$ cat src/logic/ram_ctrl_pkg.sv
// Slot state enum, SRAM widths and address region prefixes
`default_nettype none

package ram_ctrl_pkg;

   // Shared address bus and microcode word widths of the board
   localparam int SRAM_AW = 18;
   localparam int MCR_W   = 52;

   // Top address bits of each client region
   localparam logic [4:0] MCR_REGION   = 5'b01000;
   localparam logic [1:0] SDRAM_REGION = 2'b00;
   localparam logic [1:0] VRAM_REGION  = 2'b11;

   // One slot per clock
   typedef enum logic [3:0] {
      SLOT_IDLE     = 4'd0,
      SLOT_MCR_RD1  = 4'd1,
      SLOT_MCR_RD2  = 4'd2,
      SLOT_MCR_WR1  = 4'd3,
      SLOT_MCR_WR2  = 4'd4,
      SLOT_SDRAM_RD = 4'd5,
      SLOT_SDRAM_WR = 4'd6,
      SLOT_VRAM_RD  = 4'd7,
      SLOT_VRAM_WR  = 4'd8
   } slot_t;

endpackage

`default_nettype wire

$ cat src/logic/slot_scheduler.sv
// Slot FSM with service priority and client ready and done strobes
`timescale 1ns/1ps
`default_nettype none

module slot_scheduler (
   input  wire                  clk,
   input  wire                  reset,
   input  wire                  mcr_write,
   input  wire                  sdram_req,
   input  wire                  sdram_write,
   input  wire                  vram_req,
   input  wire                  vram_write,
   output ram_ctrl_pkg::slot_t  slot,
   output logic                 mcr_ready,
   output logic                 mcr_done,
   output logic                 sdram_ready,
   output logic                 sdram_done,
   output logic                 vram_ready,
   output logic                 vram_done
);

   import ram_ctrl_pkg::*;

   slot_t next_slot;

   always_ff @(posedge clk) begin
      if (reset) begin
         slot <= SLOT_IDLE;
      end else begin
         slot <= next_slot;
      end
   end

   // Microcode reads always run, then at most one service slot
   always_comb begin
      next_slot = SLOT_IDLE;
      case (slot)
         SLOT_IDLE: next_slot = SLOT_MCR_RD1;
         SLOT_MCR_RD1: next_slot = SLOT_MCR_RD2;
         SLOT_MCR_RD2: begin
            if (mcr_write) begin
               next_slot = SLOT_MCR_WR1;
            end else if (sdram_req) begin
               next_slot = SLOT_SDRAM_RD;
            end else if (sdram_write) begin
               next_slot = SLOT_SDRAM_WR;
            end else if (vram_req) begin
               next_slot = SLOT_VRAM_RD;
            end else if (vram_write) begin
               next_slot = SLOT_VRAM_WR;
            end
         end
         SLOT_MCR_WR1: next_slot = SLOT_MCR_WR2;
         default: next_slot = SLOT_IDLE;
      endcase
   end

   assign mcr_ready   = (slot == SLOT_MCR_RD2);
   assign mcr_done    = (slot == SLOT_MCR_WR1);
   assign sdram_ready = (slot == SLOT_SDRAM_RD);
   assign sdram_done  = (slot == SLOT_SDRAM_WR);
   assign vram_ready  = (slot == SLOT_VRAM_RD);
   assign vram_done   = (slot == SLOT_VRAM_WR);

   // Clients see a single event per cycle
   a_one_strobe: assert property (@(posedge clk) disable iff (reset)
      $onehot0({mcr_ready, mcr_done, sdram_ready, sdram_done, vram_ready, vram_done}));

   // Second microcode beat never gets skipped
   a_rd1_then_rd2: assert property (@(posedge clk) disable iff (reset)
      (slot == SLOT_MCR_RD1) |=> (slot == SLOT_MCR_RD2));

endmodule

`default_nettype wire

$ cat config.mk
export PLATFORM = sky130hd
export DESIGN_NAME = slot_scheduler
export DESIGN_NICKNAME = d
export VERILOG_FILES = /design/src/logic/ram_ctrl_pkg.sv /design/src/logic/slot_scheduler.sv
export SDC_FILE = /design/constraint.sdc
export NUM_CORES = 1
export LEC_CHECK = 0
export ABC_AREA = 1
export BUFFER_PORTS_ARGS = -buffer_cell sky130_fd_sc_hd__buf_2
export CORE_AREA = 2 2 39 41
export CTS_CLUSTER_SIZE = 30
export DETAILED_ROUTE_END_ITERATION = 6
export DIE_AREA = 0 0 41 43
export PLACE_DENSITY = 0.53
export SYNTH_ARGS = -nofsm -noshare
export SYNTH_HDL_FRONTEND = slang
export SYNTH_SLANG_ARGS = --single-unit
$ cat constraint.sdc
create_clock -name clk -period 2.4 [get_ports clk]
set_clock_uncertainty 0.1 [all_clocks]
set_input_delay 0.12 -clock clk [delete_from_list [all_inputs] [get_ports clk]]
set_output_delay 0.12 -clock clk [all_outputs]
set_load 0.1 [all_outputs]
==> results.sh <==
export IMPL_synth_cell_types=13
export IMPL_max_freq_mhz=578.9
export IMPL_grt_max_degree=7
export IMPL_die_area_um2=1763
export IMPL_drive_gt1_share_pct=47.46
export IMPL_numPortBuffers=16
export IMPL_diodes=0
export IMPL_use_met1_pct=10.90
export IMPL_drcViolationCount=0
export IMPL_post_route_period_util_pct=71.98
export IMPL_ios=17
export IMPL_final_nets=68
export IMPL_synth_seq_cells=4
export IMPL_largest_reg_flops=4
export IMPL_power_density_nw_per_um2=622.5
export IMPL_vias_per_cell=4.013
export IMPL_hold_viol=0
export IMPL_relSlewSlack_pct=67.75
export IMPL_cts_resized=0
export IMPL_core_area_um2=1384
export IMPL_layout_setup_ws_ns=0.6725
export IMPL_grt_use_met2_pct=10.63
export IMPL_ys_warnings_count=0
export IMPL_area_growth_pct=72.45
export IMPL_htree_levels=1
export IMPL_ir_drop_mv=0.2750
export IMPL_crit_fanout=6
export IMPL_ctsRootBufferMaster="clkbuf_4"
export IMPL_drtIter0Drc=4
export IMPL_final_common_cell="buf_2"
export IMPL_grt_pass1_vias=262
export IMPL_drv_cap=0
export IMPL_ant_nets=0
export IMPL_p_leak_nw=0.2160
export IMPL_crit_type="flop to primary output"
export IMPL_grt_busiest_layer="met1"
export IMPL_num_vias=301
export IMPL_clk_latency_ns=0.23
export IMPL_ys_seq_area_share_pct=32.65
export IMPL_grt_usage_pct=8.626
export IMPL_worst_pin_slew_ns=0.4871
export IMPL_start_util_pct=17.72
export IMPL_drt_total_wl_um=620
export IMPL_num_rows=14
export IMPL_syn_avg_cell_area_um2=6.288
export IMPL_syn_area_um2=245.2
export IMPL_fin_crit_ns=1.728
export IMPL_setup_viol_count_final=0
export IMPL_gp_congestion=0.6947
export IMPL_cts_buffer_depth=2
export IMPL_drv_slew=0
export IMPL_endpoint_kind="primary output"
export IMPL_cts_tree="built"
export IMPL_grt_pass1_wl_um=993
export IMPL_dp_hpwl_um=540.3
export IMPL_dieHeight_um=43
export IMPL_hold_class="primary input to flop"
export IMPL_cts_buffers=3
export IMPL_crit_path_start_kind="flop"
export IMPL_place_ws_ns=0.9079
export IMPL_syn_nets=46
export IMPL_required_ns=2.18
export IMPL_final_cell_mix="buf_2 (16), inv_1 (9), nand2_1 (7)"
export IMPL_regMostFlops="slot"
export IMPL_arrival_ns=1.51
export IMPL_syn_inst=39
export IMPL_fp_dieW_um=41
export IMPL_antenna_found_initial=0
export IMPL_use_met3_pct=3.141
export IMPL_layoutNonFillerInstCount=75
export IMPL_clk_pin_slew_ns=0.04
export IMPL_drt_pre_antenna_iters=3
export IMPL_wire_per_inst_um=8.267
export IMPL_reg_largest_list="slot (4)"
export IMPL_gr_total_overflow=0
export IMPL_rsz0062_at_grt="false"
export IMPL_clock_sinks=4
export IMPL_outcome="complete, no violations"
export IMPL_placed_cells=71
cell type report:
class | count | area (um2)
Timing Repair Buffer | 17 | 90.09
Tap cell | 16 | 20.02
Multi-Input combinational cell | 25 | 172.7
Inverter | 10 | 37.54
Clock buffer | 3 | 22.52
Fill cell | 159 | 960.9
Sequential cell | 4 | 80.08
through the flow:
stage               area [um2]  util, %  hold WS (ns)  TNS [ns]  power [mW]
global placement         390.4    28.21        0.2190         0      0.1795
floorplan                290.3        -       0.08244   -0.1651      0.1614
detailed placement       390.4    28.21        0.2219         0      0.1795
finish                   422.9    30.56       0.01951         0      0.2633
global route             422.9    30.56       0.02325         0      0.2815
CTS                      422.9    30.56       0.01245         0      0.2689
worst paths after layout:
path / start / endpoint / slack [ns] / cells past startpoint
hold / removal: vram_write / slot[3]$_SDFF_PP0_ / 0.02 / 3
setup / recovery: slot[1]$_SDFF_PP0_ / vram_ready / 0.67 / 3
setup reg to reg: slot[1]$_SDFF_PP0_ / slot[2]$_SDFF_PP0_ / 1.22 / 4
hold reg to reg: slot[0]$_SDFF_PP0_ / slot[1]$_SDFF_PP0_ / 0.48 / 2
synth_stat cells:
cell / count / area share [%]
nand2_1: 7 / 11
nor2_4: 1 / 4.6
nand3_1: 4 / 8.2
dfxtp_1: 4 / 33
inv_1: 9 / 14
a21oi_2: 1 / 3.6
a21oi_1: 2 / 4.1
nor4_1: 1 / 2.6
nor2_1: 2 / 3.1
inv_2: 1 / 1.5
nand2_2: 2 / 5.1
nor3_1: 4 / 8.2
o21ai_0: 1 / 2.0
cells by family after synthesis:
kind of cell           after synthesis  share of synthesized area (%)
AO/OA/AOI/OAI                        4                          9.693
buffers and inverters               10                          15.30
flip-flops                           4                          32.65
AND/OR/NAND/NOR                     21                          42.35
where the power goes:
group | total (mW) | switching (mW) | internal (mW)
logic | 0.0981 | 0.0791 | 0.0190
registers | 0.0806 | 0.00921 | 0.0714
clock network | 0.0846 | 0.0286 | 0.0560
timing repair:
item,in CTS,in global routing
hold endpoints to repair,2,0
setup buffers,0,0
hold buffers,1,0
critical path, cell delays in order (launching register included):
cell     delay [ns]
dfxtp_1        0.49
inv_1          0.16
nor3_4         0.18
buf_2          0.44
layer usage:
metal	up-vias	part of all wire (%)
li1	164	-
met1	126	42
met2	11	47
met3	0	10
met4	0	0
met5	-	0
No activity file was read; power rests on OpenSTA's default activity.
