**src/logic/ram_ctrl_pkg.sv**
```systemverilog
// Slot state enum, SRAM widths and address region prefixes
`default_nettype none

package ram_ctrl_pkg;

   // Shared address bus and microcode word widths of the board
   localparam int SRAM_AW = 18;
   localparam int MCR_W   = 52;

   // Top address bits of each client region
   localparam logic [4:0] MCR_REGION   = 5'b01000;
   localparam logic [1:0] SDRAM_REGION = 2'b00;
   localparam logic [1:0] VRAM_REGION  = 2'b11;

   // One slot per clock
   typedef enum logic [3:0] {
      SLOT_IDLE     = 4'd0,
      SLOT_MCR_RD1  = 4'd1,
      SLOT_MCR_RD2  = 4'd2,
      SLOT_MCR_WR1  = 4'd3,
      SLOT_MCR_WR2  = 4'd4,
      SLOT_SDRAM_RD = 4'd5,
      SLOT_SDRAM_WR = 4'd6,
      SLOT_VRAM_RD  = 4'd7,
      SLOT_VRAM_WR  = 4'd8
   } slot_t;

endpackage

`default_nettype wire

```
**src/logic/word_port_unit.sv**
```systemverilog
// Region mapping, write data split and read data gating for sdram and vram ports
`timescale 1ns/1ps
`default_nettype none

module word_port_unit (
   input  ram_ctrl_pkg::slot_t                  slot,
   input  wire  [17:0]                          sdram_addr,
   input  wire  [31:0]                          sdram_data_in,
   input  wire  [14:0]                          vram_addr,
   input  wire  [31:0]                          vram_data_in,
   input  wire  [15:0]                          rd1,
   input  wire  [15:0]                          rd2,
   output logic [ram_ctrl_pkg::SRAM_AW-1:0]     word_a,
   output logic [15:0]                          word_wdata1,
   output logic [15:0]                          word_wdata2,
   output logic [31:0]                          sdram_data_out,
   output logic [31:0]                          vram_data_out
);

   import ram_ctrl_pkg::*;

   logic        vram_owns;
   logic [31:0] wr_word;
   logic [31:0] rd_word;

   // sdram owns the port unless a vram slot is running
   assign vram_owns = (slot == SLOT_VRAM_RD) || (slot == SLOT_VRAM_WR);

   // sdram only reaches the low 32K words of its region
   always_comb begin
      if (vram_owns) begin
         word_a  = {VRAM_REGION, 1'b0, vram_addr};
         wr_word = vram_data_in;
      end else begin
         word_a  = {SDRAM_REGION, 1'b0, sdram_addr[14:0]};
         wr_word = sdram_data_in;
      end
   end

   // Chip 1 holds the high half
   assign word_wdata1 = wr_word[31:16];
   assign word_wdata2 = wr_word[15:0];

   assign rd_word = {rd1, rd2};

   assign sdram_data_out = (slot == SLOT_SDRAM_RD) ? rd_word : 32'b0;
   assign vram_data_out  = (slot == SLOT_VRAM_RD) ? rd_word : 32'b0;

endmodule

`default_nettype wire

```
**config.mk**
```make
export PLATFORM = sky130hd
export DESIGN_NAME = word_port_unit
export DESIGN_NICKNAME = d
export VERILOG_FILES = /design/src/logic/ram_ctrl_pkg.sv /design/src/logic/word_port_unit.sv
export SDC_FILE = /design/constraint.sdc
export NUM_CORES = 1
export LEC_CHECK = 0
export ABC_AREA = 1
export BUFFER_PORTS_ARGS = -buffer_cell sky130_fd_sc_hd__buf_2
export CORE_AREA = 2 2 96 98
export DETAILED_ROUTE_END_ITERATION = 12
export DIE_AREA = 0 0 98 100
export PLACE_DENSITY = 0.6
export SLEW_MARGIN = 20
export SYNTH_ARGS = -nofsm -noshare
export SYNTH_HDL_FRONTEND = slang
export SYNTH_SLANG_ARGS = --single-unit
```
**constraint.sdc**
```tcl
create_clock -name vclk -period 1.4
set_input_delay 0.42 -clock vclk [all_inputs]
set_output_delay 0.42 -clock vclk [all_outputs]
set_load 0.01 [all_outputs]
```
==> results <==
- Using the TritonRoute via totals, the vias-per-cell ratio works out to roughly 4.4.
- The vertical extent of the die is approximately 100 um.
- After synthesis the cells add up to approximately 1100 sq um.
- The initial cell density of the core is 0.129.
- The setup path with the least slack is of type in -> out.
- Of the post-synthesis cell area, the dominant cell type holds 0.314.
- The leakage power of the design is ~2.5 nW.
- For this run, the total global-route usage over all layers was measured as 0.166.
- The min-delay analysis places its worst path in the category in -> out.
- After synthesis, the largest family of logic cells by area is simple AND/OR/NAND/NOR gates.
- Along the worst path, the maximum fanout reaches 6.
- The checks that failed: negative setup slack.
- The highest ir drop seen on vdd is between 0.0001 and 0.00015 V.
- For this run, the post-layout net count is roughly 660.
- The first global-routing pass estimated 13,300 um of wire.
- The post-synthesis share of cell area spent on xor and xnor gates is 0.
- The endpoint type of the worst setup path is an output port.
- The proportion of layout cells with a drive suffix above 1 is 0.798.
- The total I/O pin count is about 250.
- After detailed routing, the number of remaining DRC violations is 0.
- The repair_antennas step left the layout with diodes totalling 0.
- At the worst endpoint, the arrival time is roughly 1400 ps.
- The number of antenna violations at the first check in global routing was 0.
- The placed instances occupy a cell area of ~2900 sq um.
- For this run the aggregate overflow at the end of global routing stands at 0.
- The top metal layer carrying routed signals is met4.
- The core footprint is 8890 sq um.
- The HPWL after detailed placement is approximately 5200 um.
- The met2 wire length is 5720 um.
- The floorplan die area is about 9800 sq um.
- The number of nets with antenna violations after routing is 0.
- The count of non-filler cells in the finished layout is 640.
- The area growth from synthesis to layout is 287%.
- The post-synthesis cell type count is 13.
- The register area is 0 sq um.
- The number of global-route vias before repair was between 2,000 and 3,000.
- The count of clock-net buffers in the final layout is 0.
- The number of maximum-capacitance constraint violations is 0.
- The area share of and/or/nand/nor cells after synthesis is 0.759.
- Measured against the total synthesized area, the mux share comes to 0.
- The count of buffers added on input and output ports is around 240.
- The post-route cell area is 4430 sq um.
- The weighted congestion reported at the end of routability-driven placement is approximately 0.8.
- Counting both buffers and inverters, the worst setup path holds a total of 4.
- On the worst path, the slowest cell contributes a delay of 150 ps.
- Among the stages of the critical path, the cell type that occurs most often is sky130_fd_sc_hd__nand2_4.
- The total negative slack is -38,400 ps.
- The number of max-slew violations in the final report was 0.
- The number of buffers inserted for hold repair after clock tree synthesis is 0.
- The number of warnings reported in the yosys synthesis log is 0.
- Setup violations remaining at the end of the flow were counted as approximately 110.
- The slowest stage of the critical path is the sky130_fd_sc_hd__clkbuf_16 cell.
- Of the synthesized area, sequential elements account for 0.
- The first TritonRoute pass finished after 4 iterations.
- Once placement completed, the tool counted placed cells totaling between 600 and 700.
- The minimum setup slack in the final design is -412 ps.
- The number of nets in the synthesized netlist is around 410.
- The multi-input logic area is around 1600 sq um.
- The die is slightly below 100 um wide.
- The floorplan has 35 rows.
- Final hold analysis gives a worst-case slack of 1110 ps.
- The synthesized-area fraction occupied by adder cells is 0.
- The critical path goes through buf_12 > nor2_4 > nand2_4 > nand2_8 > buf_12 > clkbuf_16 > nand2_4 > nand2_4 > buf_6.
- In the detailed route, the total length drawn on met3 is approximately 620 um.
- The post-detailed-route wirelength per cell is about 16 um.
- After detailed routing, the wire length on met1 is roughly 3600 um.
- The share of the clock period used by the worst path after layout is 1.29.
- The maximum number of pins on one net before global-route repair is 36.
- Data on the critical path is required at its endpoint by roughly 1000 ps.
- The count of endpoints failing hold in the final timing report came to 0.
- Based on the critical path, the design can be clocked at up to 0.552 GHz.
- The synthesized instance count is ~270.
- Sequential cells placed in the final layout were counted as 0.
- The critical path startpoint category is an input port.
- The time the worst path needs with I/O delays and setup is 1810 ps.
- Among cell families on the critical path, the largest total delay comes from buffers and inverters.
- The run finished, with violations left.
- The most numerous cell in the Yosys netlist is sky130_fd_sc_hd__nand2_1.
- The commonest cells after synthesis are sky130_fd_sc_hd__nand2_1, sky130_fd_sc_hd__nor2_1, sky130_fd_sc_hd__nand3_1, sky130_fd_sc_hd__inv_1, sky130_fd_sc_hd__buf_4.
- Of all cell types, the one taking the most synthesized area is sky130_fd_sc_hd__nand2_1.
- Summed over all layers, the routed wires come to 10,100 um.
- The completed layout was analyzed and its total power is between 1 and 1.5 mW.
- Power spread over the standard cell area amounts to roughly 260 nW/um^2.
- The compound-cell area share of the yosys netlist is 0.
- Sorting the synthesized cells by area gives the leading types as sky130_fd_sc_hd__nand2_1, sky130_fd_sc_hd__nor2_1, sky130_fd_sc_hd__nand3_1.
- The mean post-synth cell area is about 4.2 sq um.
- The detailed-route via count is 2,785.
- Setup repair after global routing could not meet its margin everywhere.
- The first routing iteration left 35 violations.
- The layout has a little over 800 filler cells.
==> path summary, 6_finish.rpt <==
kind	from	end	slack, ps	cells past startpoint
min	vram_data_in[9]	word_wdata2[9]	1110	4
max	slot[3]	word_wdata2[13]	-410	9
==> routing by layer <==
metal | global-route usage | up-vias
met3 | 0.0251 | 14
met5 | 0 | -
met4 | 0.0363 | 0
met1 | 0.190 | 1283
met2 | 0.322 | 155
li1 | - | 1333
==> kinds of logic after synthesis <==
kind of cell / count (synthesis)
and+or+nand+nor: 213
buffers and inverters: 59
other: 1
==> final cells by class <==
| type | count | share of cell area |
|---|---|---|
| inverter | 35 | 0.0325 |
| multi-input combinational | 214 | 0.368 |
| tap | 111 | 0.0313 |
| timing repair buffer | 280 | 0.568 |
==> where the power goes <==
| part | switching, mW | total (mW) | leakage [nW] | internal [mW] |
|---|---|---|---|---|
| Clock | 0 | 0 | 0 | 0 |
| Sequential | 0 | 0 | 0 | 0 |
| Combinational | 0.552 | 1.15 | 2.51 | 0.597 |
==> layout by cell type (no fill, tap or decap), drive strengths merged <==
master,n
nand3b,1
conb,1
clkbuf,5
buf,275
nand2,98
inv,35
nand3,47
nor2,67
==> per-stage QoR <==
step / utilization / setup slack, ps
CTS: 0.424 / -424
global route: 0.499 / -460
detailed placement: 0.322 / -505
global placement: 0.322 / -459
finish: 0.499 / -412
floorplan: - / -91.2
==> repair_timing <==
item / in CTS / in global routing
gates resized for setup: 108 / 113
pin swaps: 2 / 13
cloned: 12 / 5
buffers inserted: 7 / 1
setup endpoints to repair: 113 / 113
Note: power is estimated with default switching activity, not from simulation.
