[config.mk]
export PLATFORM = sky130hd
export DESIGN_NAME = mcr_beat_unit
export DESIGN_NICKNAME = d
export VERILOG_FILES = /design/src/logic/ram_ctrl_pkg.sv /design/src/logic/mcr_beat_unit.sv
export SDC_FILE = /design/constraint.sdc
export NUM_CORES = 1
export LEC_CHECK = 0
export BUFFER_PORTS_ARGS = -buffer_cell sky130_fd_sc_hd__buf_2
export CORE_AREA = 2 2 79 81
export DETAILED_ROUTE_END_ITERATION = 16
export DIE_AREA = 0 0 81 83
export GPL_TIMING_DRIVEN = 0
export PLACE_DENSITY = 0.72
export SLEW_MARGIN = 20
export SYNTH_ARGS = -nofsm -noshare
export SYNTH_HDL_FRONTEND = slang
export SYNTH_SLANG_ARGS = --single-unit
[constraint.sdc]
create_clock -name clk -period 1.9 [get_ports clk]
set_clock_uncertainty 0.1 [all_clocks]
set_input_delay 0.285 -clock clk [delete_from_list [all_inputs] [get_ports clk]]
set_output_delay 0.285 -clock clk [all_outputs]
set_load 0.005 [all_outputs]
[src/logic/ram_ctrl_pkg.sv]
// Slot state enum, SRAM widths and address region prefixes
`default_nettype none

package ram_ctrl_pkg;

   // Shared address bus and microcode word widths of the board
   localparam int SRAM_AW = 18;
   localparam int MCR_W   = 52;

   // Top address bits of each client region
   localparam logic [4:0] MCR_REGION   = 5'b01000;
   localparam logic [1:0] SDRAM_REGION = 2'b00;
   localparam logic [1:0] VRAM_REGION  = 2'b11;

   // One slot per clock
   typedef enum logic [3:0] {
      SLOT_IDLE     = 4'd0,
      SLOT_MCR_RD1  = 4'd1,
      SLOT_MCR_RD2  = 4'd2,
      SLOT_MCR_WR1  = 4'd3,
      SLOT_MCR_WR2  = 4'd4,
      SLOT_SDRAM_RD = 4'd5,
      SLOT_SDRAM_WR = 4'd6,
      SLOT_VRAM_RD  = 4'd7,
      SLOT_VRAM_WR  = 4'd8
   } slot_t;

endpackage

`default_nettype wire

[src/logic/mcr_beat_unit.sv]
// Microcode beat addressing, write half selection and read word assembly
`timescale 1ns/1ps
`default_nettype none

module mcr_beat_unit (
   input  wire                                  clk,
   input  wire                                  reset,
   input  ram_ctrl_pkg::slot_t                  slot,
   input  wire  [11:0]                          mcr_addr,
   input  wire  [ram_ctrl_pkg::MCR_W-1:0]       mcr_data_in,
   input  wire  [15:0]                          rd1,
   input  wire  [15:0]                          rd2,
   output logic [ram_ctrl_pkg::SRAM_AW-1:0]     mcr_a,
   output logic [15:0]                          mcr_wdata1,
   output logic [15:0]                          mcr_wdata2,
   output logic [ram_ctrl_pkg::MCR_W-1:0]       mcr_data_out
);

   import ram_ctrl_pkg::*;

   logic        second_beat;
   logic        first_wr;
   // Only bits 51 to 32 of the word come back in the first beat
   logic [19:0] mcr_hold;

   assign second_beat = (slot == SLOT_MCR_RD2) || (slot == SLOT_MCR_WR2);
   assign first_wr    = (slot == SLOT_MCR_WR1);

   assign mcr_a = {MCR_REGION, mcr_addr, second_beat};

   // First beat carries the top 20 bits, upper chip zero padded
   always_comb begin
      if (first_wr) begin
         mcr_wdata1 = {12'b0, mcr_data_in[51:48]};
         mcr_wdata2 = mcr_data_in[47:32];
      end else begin
         mcr_wdata1 = mcr_data_in[31:16];
         mcr_wdata2 = mcr_data_in[15:0];
      end
   end

   always_ff @(posedge clk) begin
      if (reset) begin
         mcr_hold <= '0;
      end else if (slot == SLOT_MCR_RD1) begin
         mcr_hold <= {rd1[3:0], rd2};
      end
   end

   // Word is valid only while the second beat is on the bus
   assign mcr_data_out = (slot == SLOT_MCR_RD2) ? {mcr_hold, rd1, rd2} : '0;

endmodule

`default_nettype wire

==> flow_metrics.py, run 1 <==
metrics = {
    "floorplan": {
        "dieHeight_um": 83,
        "rows": 28,
        "die-area_mm2": 0.006723,
        "core-area_mm2": 0.005816,
        "start_util_pct": 29.84,
        "die_x_um": 81,
        "ios": 204,
    },
    "critical_path": {
        "worstSetupEndpointType": "output pin",
        "path_class": "input port to output pin",
        "worstPathMaxFanout": 5,
        "arrival_ns": 1.43,
        "start_kind": "input port",
        "crit_path_frequent_cell": "buf_6",
        "cp_slowest_cell": "mux2_2",
        "cpPeakStageDelay_ns": 0.33,
        "crit_family": "buffers and inverters",
        "worstPathRequired_ns": 1.51,
        "path_buf_inv": 4,
        "cp_cell_sequence": "buf_6 > nor4bb_4 > buf_6 > buf_6 > mux2_2 > buf_2",
    },
    "layout": {
        "largest_register": "mcr_hold",
        "fin_nets": 504,
        "largest_reg_flops": 20,
        "syn_to_final_growth_pct": 72.67,
        "multi_input_area_mm2": 0.001200,
        "reg.largest.list": "mcr_hold (20)",
        "fillCellCount": 558,
        "design_area_mm2": 0.002997,
        "drive_above_1_share_pct": 60.50,
        "n_antenna_cell": 0,
        "regArea_um2": 400.4,
    },
    "power_and_ir_drop": {
        "peakVddDrop_mv": 0.4357,
        "power_density_mw_per_mm2": 355.4,
        "p_leak_nw": 1.644,
        "power_mw": 1.065,
    },
    "run": {
        "maxCapViolations": 0,
    },
    "global_routing": {
        "grt_pass1_wl_um": 9170,
        "grt_pass1_vias": 2047,
        "grt_antenna_before_repair": 0,
        "track_usage_pct": 16.69,
        "grt-ovfl-total": 0,
        "grt_start_max_net_pins": 11,
    },
    "clock_network": {
        "insertion_delay_ns": 0.25,
        "hold_buffers": 0,
        "cts.sinks": 20,
        "htree_levels": 1,
        "clockBufferDepth": 2,
        "cts_tree": "done",
        "clkTransAtPathRegs_ns": 0.07,
        "cts_buffers": 3,
        "clockRootBuffer": "clkbuf_8",
    },
    "outcome": {
        "outcome": "finished, final reports clean",
    },
    "route": {
        "postRouteAntennaNets": 0,
        "wire_per_inst_um": 12.97,
        "drcViolationCount": 0,
        "num_vias": 2002,
        "first_pass_iters": 4,
        "drtIter0Drc": 16,
        "routed_wl_um": 6163,
        "vias_per_cell": 4.215,
    },
    "sta": {
        "max_freq_ghz": 0.5495,
        "setup_ws_ns": 0.08002,
        "setup_viol": 0,
        "finalHoldViolCount": 0,
        "fin_tns_setup_ns": 0,
        "drv_slew": 0,
        "rsz0062_at_grt": "yes",
        "fin_crit_sh_pct": 95.79,
        "min_period_ns": 1.820,
    },
    "hold_path": {
        "hp-class": "input port to flop",
    },
    "place": {
        "place_worst_setup_slack_ns": -0.2468,
        "port_buffers": 185,
        "gp_congestion": 0.7761,
        "postPlaceCellArea_mm2": 0.002766,
        "hpwl_um": 4956,
    },
    "logic_synthesis": {
        "ys_ff_latch": 20,
        "synth_seq_area_share_pct": 23.07,
        "synth_cells": 204,
        "syn_area_mm2": 0.001735,
        "synth_cell_type_count": 16,
        "synth_top_cell_by_area": "dfxtp_1",
        "yosys.area.top_type_share_pct": 23.07,
        "ys.warnings.count": 0,
        "synth_area_leaders": "dfxtp_1 (23%), and2_1 (19%), nand2b_1 (14%), mux2_2 (12%), mux2i_1 (12%)",
        "syn-mean-instance-area_um2": 8.507,
    },
}
## kinds of logic after synthesis
family	share of synthesized area, %
and+or+nand+nor	39.73
muxes	24.51
buffers and inverters	11.75
other	0.4327
DFF	23.07
xor gates and xnor gates	0.5048
## cell type report
type / count / area share [%]
multi-input cells: 154 / 40.04
flip-flops and latches: 20 / 13.36
well taps: 75 / 3.132
repair buffers: 190 / 34.53
clock buffers: 3 / 1.378
plain buffers: 33 / 7.557
## power by group
| group | switching, mW | internal, mW | leakage [nW] |
|---|---|---|---|
| clock network | 0.127 | 0.141 | 0.0216 |
| registers | 0.00400 | 0.428 | 0.162 |
| logic | 0.137 | 0.229 | 1.46 |
| total | 0.267 | 0.798 | 1.64 |
## Yosys cell counts
cell type / number
buf_4: 20
conb_1: 2
dfxtp_1: 20
nor4b_2: 1
nor4bb_1: 1
nor2b_1: 12
nor3_1: 1
buf_2: 4
and2_1: 52
clkbuf_1: 9
mux2_1: 2
mux2_2: 18
nand2b_1: 40
nor4b_1: 1
mux2i_1: 20
xnor2_1: 1
## metrics by stage
step           hold slack, ns  cells  util (%)
6_report               0.1937    475     51.53
5_1_grt                0.2052    475     51.53
4_1_cts                0.1928    473     49.03
3_5_place_dp           0.3597    467     47.57
3_3_place_gp           0.3536    467     47.57
2_1_floorplan          0.3403    207         -
## routing by layer
layer  track usage, %  vias up  share of wire [%]  wire length (µm)
li1                 -     1018                  -                 -
met1            17.69      871                 36              2204
met2            32.53      101                 53              3275
met3            2.717       12                8.9               551
met4            4.777        0                2.2               133
met5                0        -                  0                 0
## cells in the final DEF, fill, tap and decap left out, drive strengths merged
cell type / netlist / routed
and2: 52 / 52
buf: 24 / 213
clkbuf: 9 / 13
conb: 2 / 5
dfxtp: 20 / 20
mux2: 20 / 20
mux2i: 20 / 20
nand2b: 40 / 40
nor2b: 12 / 12
nor3: 1 / 1
nor4b: 2 / 2
nor4bb: 1 / 1
xnor2: 1 / 1
## repair_timing
action,in CTS,in global routing
pin swaps,1,0
gates resized for setup,6,31
endpoints found under the hold margin,0,0
endpoints found under the setup margin,68,56
buffers inserted,3,0
cloned,0,2
## worst min-delay path, delay by kind of cell
kind	cells	cell delay [ns]
buffers and inverters	1	0.10
muxes	1	0.06
and+or+nand+nor	1	0.06
## worst paths after layout
kind | slack, ns | cells after the start | endpoint | startpoint
worst min register to register | 0.37 | 2 | mcr_hold[14] | mcr_hold[14]
worst min-delay path | 0.19 | 3 | mcr_hold[16] | rd1[0]
worst max-delay path | 0.08 | 6 | mcr_wdata2[3] | slot[3]
worst max register to register | 1.20 | 2 | mcr_hold[8] | mcr_hold[8]
Power figures use the tool's default switching activity.
==> run 2, diff against run 1 <==
--- a/config.mk
+++ b/config.mk
@@ -5,12 +5,14 @@
 export SDC_FILE = /design/constraint.sdc
 export NUM_CORES = 1
 export LEC_CHECK = 0
+export ABC_AREA = 1
+export ABC_CLOCK_PERIOD_IN_PS = 1900
 export BUFFER_PORTS_ARGS = -buffer_cell sky130_fd_sc_hd__buf_2
-export CORE_AREA = 2 2 79 81
+export CORE_AREA = 2 2 80 82
 export DETAILED_ROUTE_END_ITERATION = 16
-export DIE_AREA = 0 0 81 83
+export DIE_AREA = 0 0 82 84
 export GPL_TIMING_DRIVEN = 0
-export PLACE_DENSITY = 0.72
+export PLACE_DENSITY = 0.71
 export SLEW_MARGIN = 20
 export SYNTH_ARGS = -nofsm -noshare
 export SYNTH_HDL_FRONTEND = slang
==> flow_metrics.py, run 2 <==
metrics = {
    "logic_synthesis": {
        "synth_edf_count": 0,
        "synth_top_cell_by_area": "dfxtp_1",
        "synth_ff_type": "dfxtp_1",
        "ys_ff_latch": 20,
        "syn-mean-instance-area_um2": 5.194,
        "synth_seq_area_share_pct": 22.81,
        "synthTopCellsByCount": "nor2_1 (86), nand2_1 (81), inv_1 (65)",
        "postSynth.asyncResetShare_pct": 0,
        "synth_cell_type_count": 14,
        "synth_area_leaders": "dfxtp_1 (23%), nor2_1 (18%), nand2_1 (17%), inv_1 (14%), buf_4 (8.6%)",
        "yosysMostFrequentCell": "nor2_1",
        "ys.warnings.count": 0,
        "syn_area_mm2": 0.001755,
        "yosys.area.top_type_share_pct": 22.81,
        "synth_cells": 338,
    },
    "power_and_ir_drop": {
        "pwr-share-clk_pct": 25.5,
        "power_mw": 1.096,
        "p_int_mw": 0.7666,
        "combPwrFrac_pct": 34.2,
        "peakVddDrop_mv": 0.4260,
        "p_sw_share_pct": 30.06,
        "p_leak_nw": 1.865,
        "power_density_mw_per_mm2": 386.6,
        "power_switching_mw": 0.3295,
        "share_seq_of_total_power_pct": 40.3,
    },
    "layout": {
        "fillCellCount": 683,
        "most-common-layout-cells": "buf_2 (202), nor2_1 (86), nand2_1 (81)",
        "largest_reg_flops": 20,
        "regArea_um2": 400.4,
        "drive_above_1_share_pct": 43.21,
        "reg.largest.list": "mcr_hold (20)",
        "largest_register": "mcr_hold",
        "final_util_pct": 46.51,
        "syn_to_final_growth_pct": 61.51,
        "n_antenna_cell": 0,
        "final_common_cell": "buf_2",
        "multi_input_area_um2": 877.1,
        "fin_nets": 634,
    },
    "global_routing": {
        "grt_antenna_before_repair": 0,
        "grt_pass1_vias": 2192,
        "grt-ovfl-total": 0,
        "track_usage_pct": 16.82,
        "grt_start_max_net_pins": 11,
        "grt_pass1_wl_um": 9397,
    },
    "sta": {
        "finalHoldViolCount": 0,
        "max_freq_ghz": 0.5975,
        "fin_crit_sh_pct": 88.09,
        "setup_viol": 0,
        "holdWs_ns": 0.2550,
        "fin_tns_setup_ns": 0,
        "drv_slew": 0,
        "setup_ws_ns": 0.2262,
        "rsz0062_at_grt": "no",
        "min_period_ns": 1.674,
    },
    "floorplan": {
        "die-area_mm2": 0.006888,
        "start_util_pct": 28.80,
        "dieHeight_um": 84,
        "rows": 29,
        "die_x_um": 82,
        "core-area_mm2": 0.006096,
        "ios": 204,
    },
    "route": {
        "drcViolationCount": 0,
        "vias_per_cell": 4.114,
        "routed_wl_um": 6187,
        "first_pass_iters": 6,
        "wire_per_inst_um": 10.19,
        "postRouteAntennaNets": 0,
        "num_vias": 2497,
        "drtIter0Drc": 84,
    },
    "critical_path": {
        "path_class": "input port to output pin",
        "worstPathMaxFanout": 10,
        "arrival_ns": 1.29,
        "cp_slowest_cell": "buf_4",
        "path_buf_inv": 4,
        "cpPeakStageDelay_ns": 0.18,
        "worstSetupEndpointType": "output pin",
        "start_kind": "input port",
        "crit_family": "buffers and inverters",
        "worstPathRequired_ns": 1.51,
        "cp_cell_sequence": "buf_2 > nor2_4 > nand3_1 > inv_2 > buf_4 > nand2_1 > nand2_1 > buf_2",
    },
    "clock_network": {
        "hold_buffers": 0,
        "cts_resized": 0,
        "clkTransAtPathRegs_ns": 0.07,
        "cts_tree": "done",
        "insertion_delay_ns": 0.26,
        "htree_levels": 1,
        "clockRootBuffer": "clkbuf_8",
        "cts.sinks": 20,
        "post_cts_buffers": 0,
        "clockBufferDepth": 2,
        "cts_buffers": 3,
    },
    "place": {
        "gp_congestion": 0.7583,
        "hpwl_um": 5132,
        "place_worst_setup_slack_ns": 0.1960,
        "port_buffers": 186,
    },
    "hold_path": {
        "hp-class": "input port to flop",
    },
    "run": {
        "maxCapViolations": 0,
    },
    "outcome": {
        "outcome": "finished, final reports clean",
    },
}
## run 2: logic make-up (layout without fill, tap and decap cells)
group           Yosys count  in the layout  synth area share [%]
compound gates           21             21                 5.987
buf+inv                 105            294                 27.87
flops                    20             20                 22.81
other cells               2              5                0.4278
simple gates            190            190                 42.91
## run 2: per-layer routing
metal,vias to the layer above,wire [µm],GRT usage (%)
met5,-,0,0
met4,0,78,5.152
met3,7,497,1.515
met2,104,3134,32.08
met1,1055,2476,18.94
li1,1331,-,-
## run 2: area by class of cell
type,instances,share of cell area (%)
Tap cell,77,3.398
Sequential cell,20,14.12
Inverter,67,8.870
Buffer,38,8.385
Clock buffer,3,1.456
Timing Repair Buffer,186,32.83
Multi-Input combinational cell,216,30.94
## run 2: metrics by stage
step	std cells	instance area (µm²)
floorplan	341	1767
global placement	604	2794
detailed placement	604	2794
CTS	607	2835
global route	607	2835
finish	607	2835
## run 2: tightest hold or removal path: stages
cell and delay [ns]:
buf_2 0.07, inv_1 0.04, nand3_1 0.07, nand2_1 0.05, nor2_1 0.07
## run 2: worst paths after layout
kind | start | end | cells past startpoint | slack, ns
setup / recovery | slot[3] | mcr_wdata2[11] | 8 | 0.23
hold / removal | rd1[1] | mcr_hold[17] | 5 | 0.26
setup reg to reg | mcr_hold[9] | mcr_hold[9] | 2 | 1.19
hold reg to reg | mcr_hold[12] | mcr_hold[12] | 2 | 0.38
## run 2: power by group through the flow
stage | Clock, mW | Sequential (mW) | Combinational [mW]
final | 0.280 | 0.441 | 0.375
after global routing | 0.302 | 0.443 | 0.425
after CTS | 0.284 | 0.441 | 0.380
after detailed placement | 0 | 0.451 | 0.377
after global placement | 0 | 0.450 | 0.373
after floorplan | 0 | 0.449 | 0.186
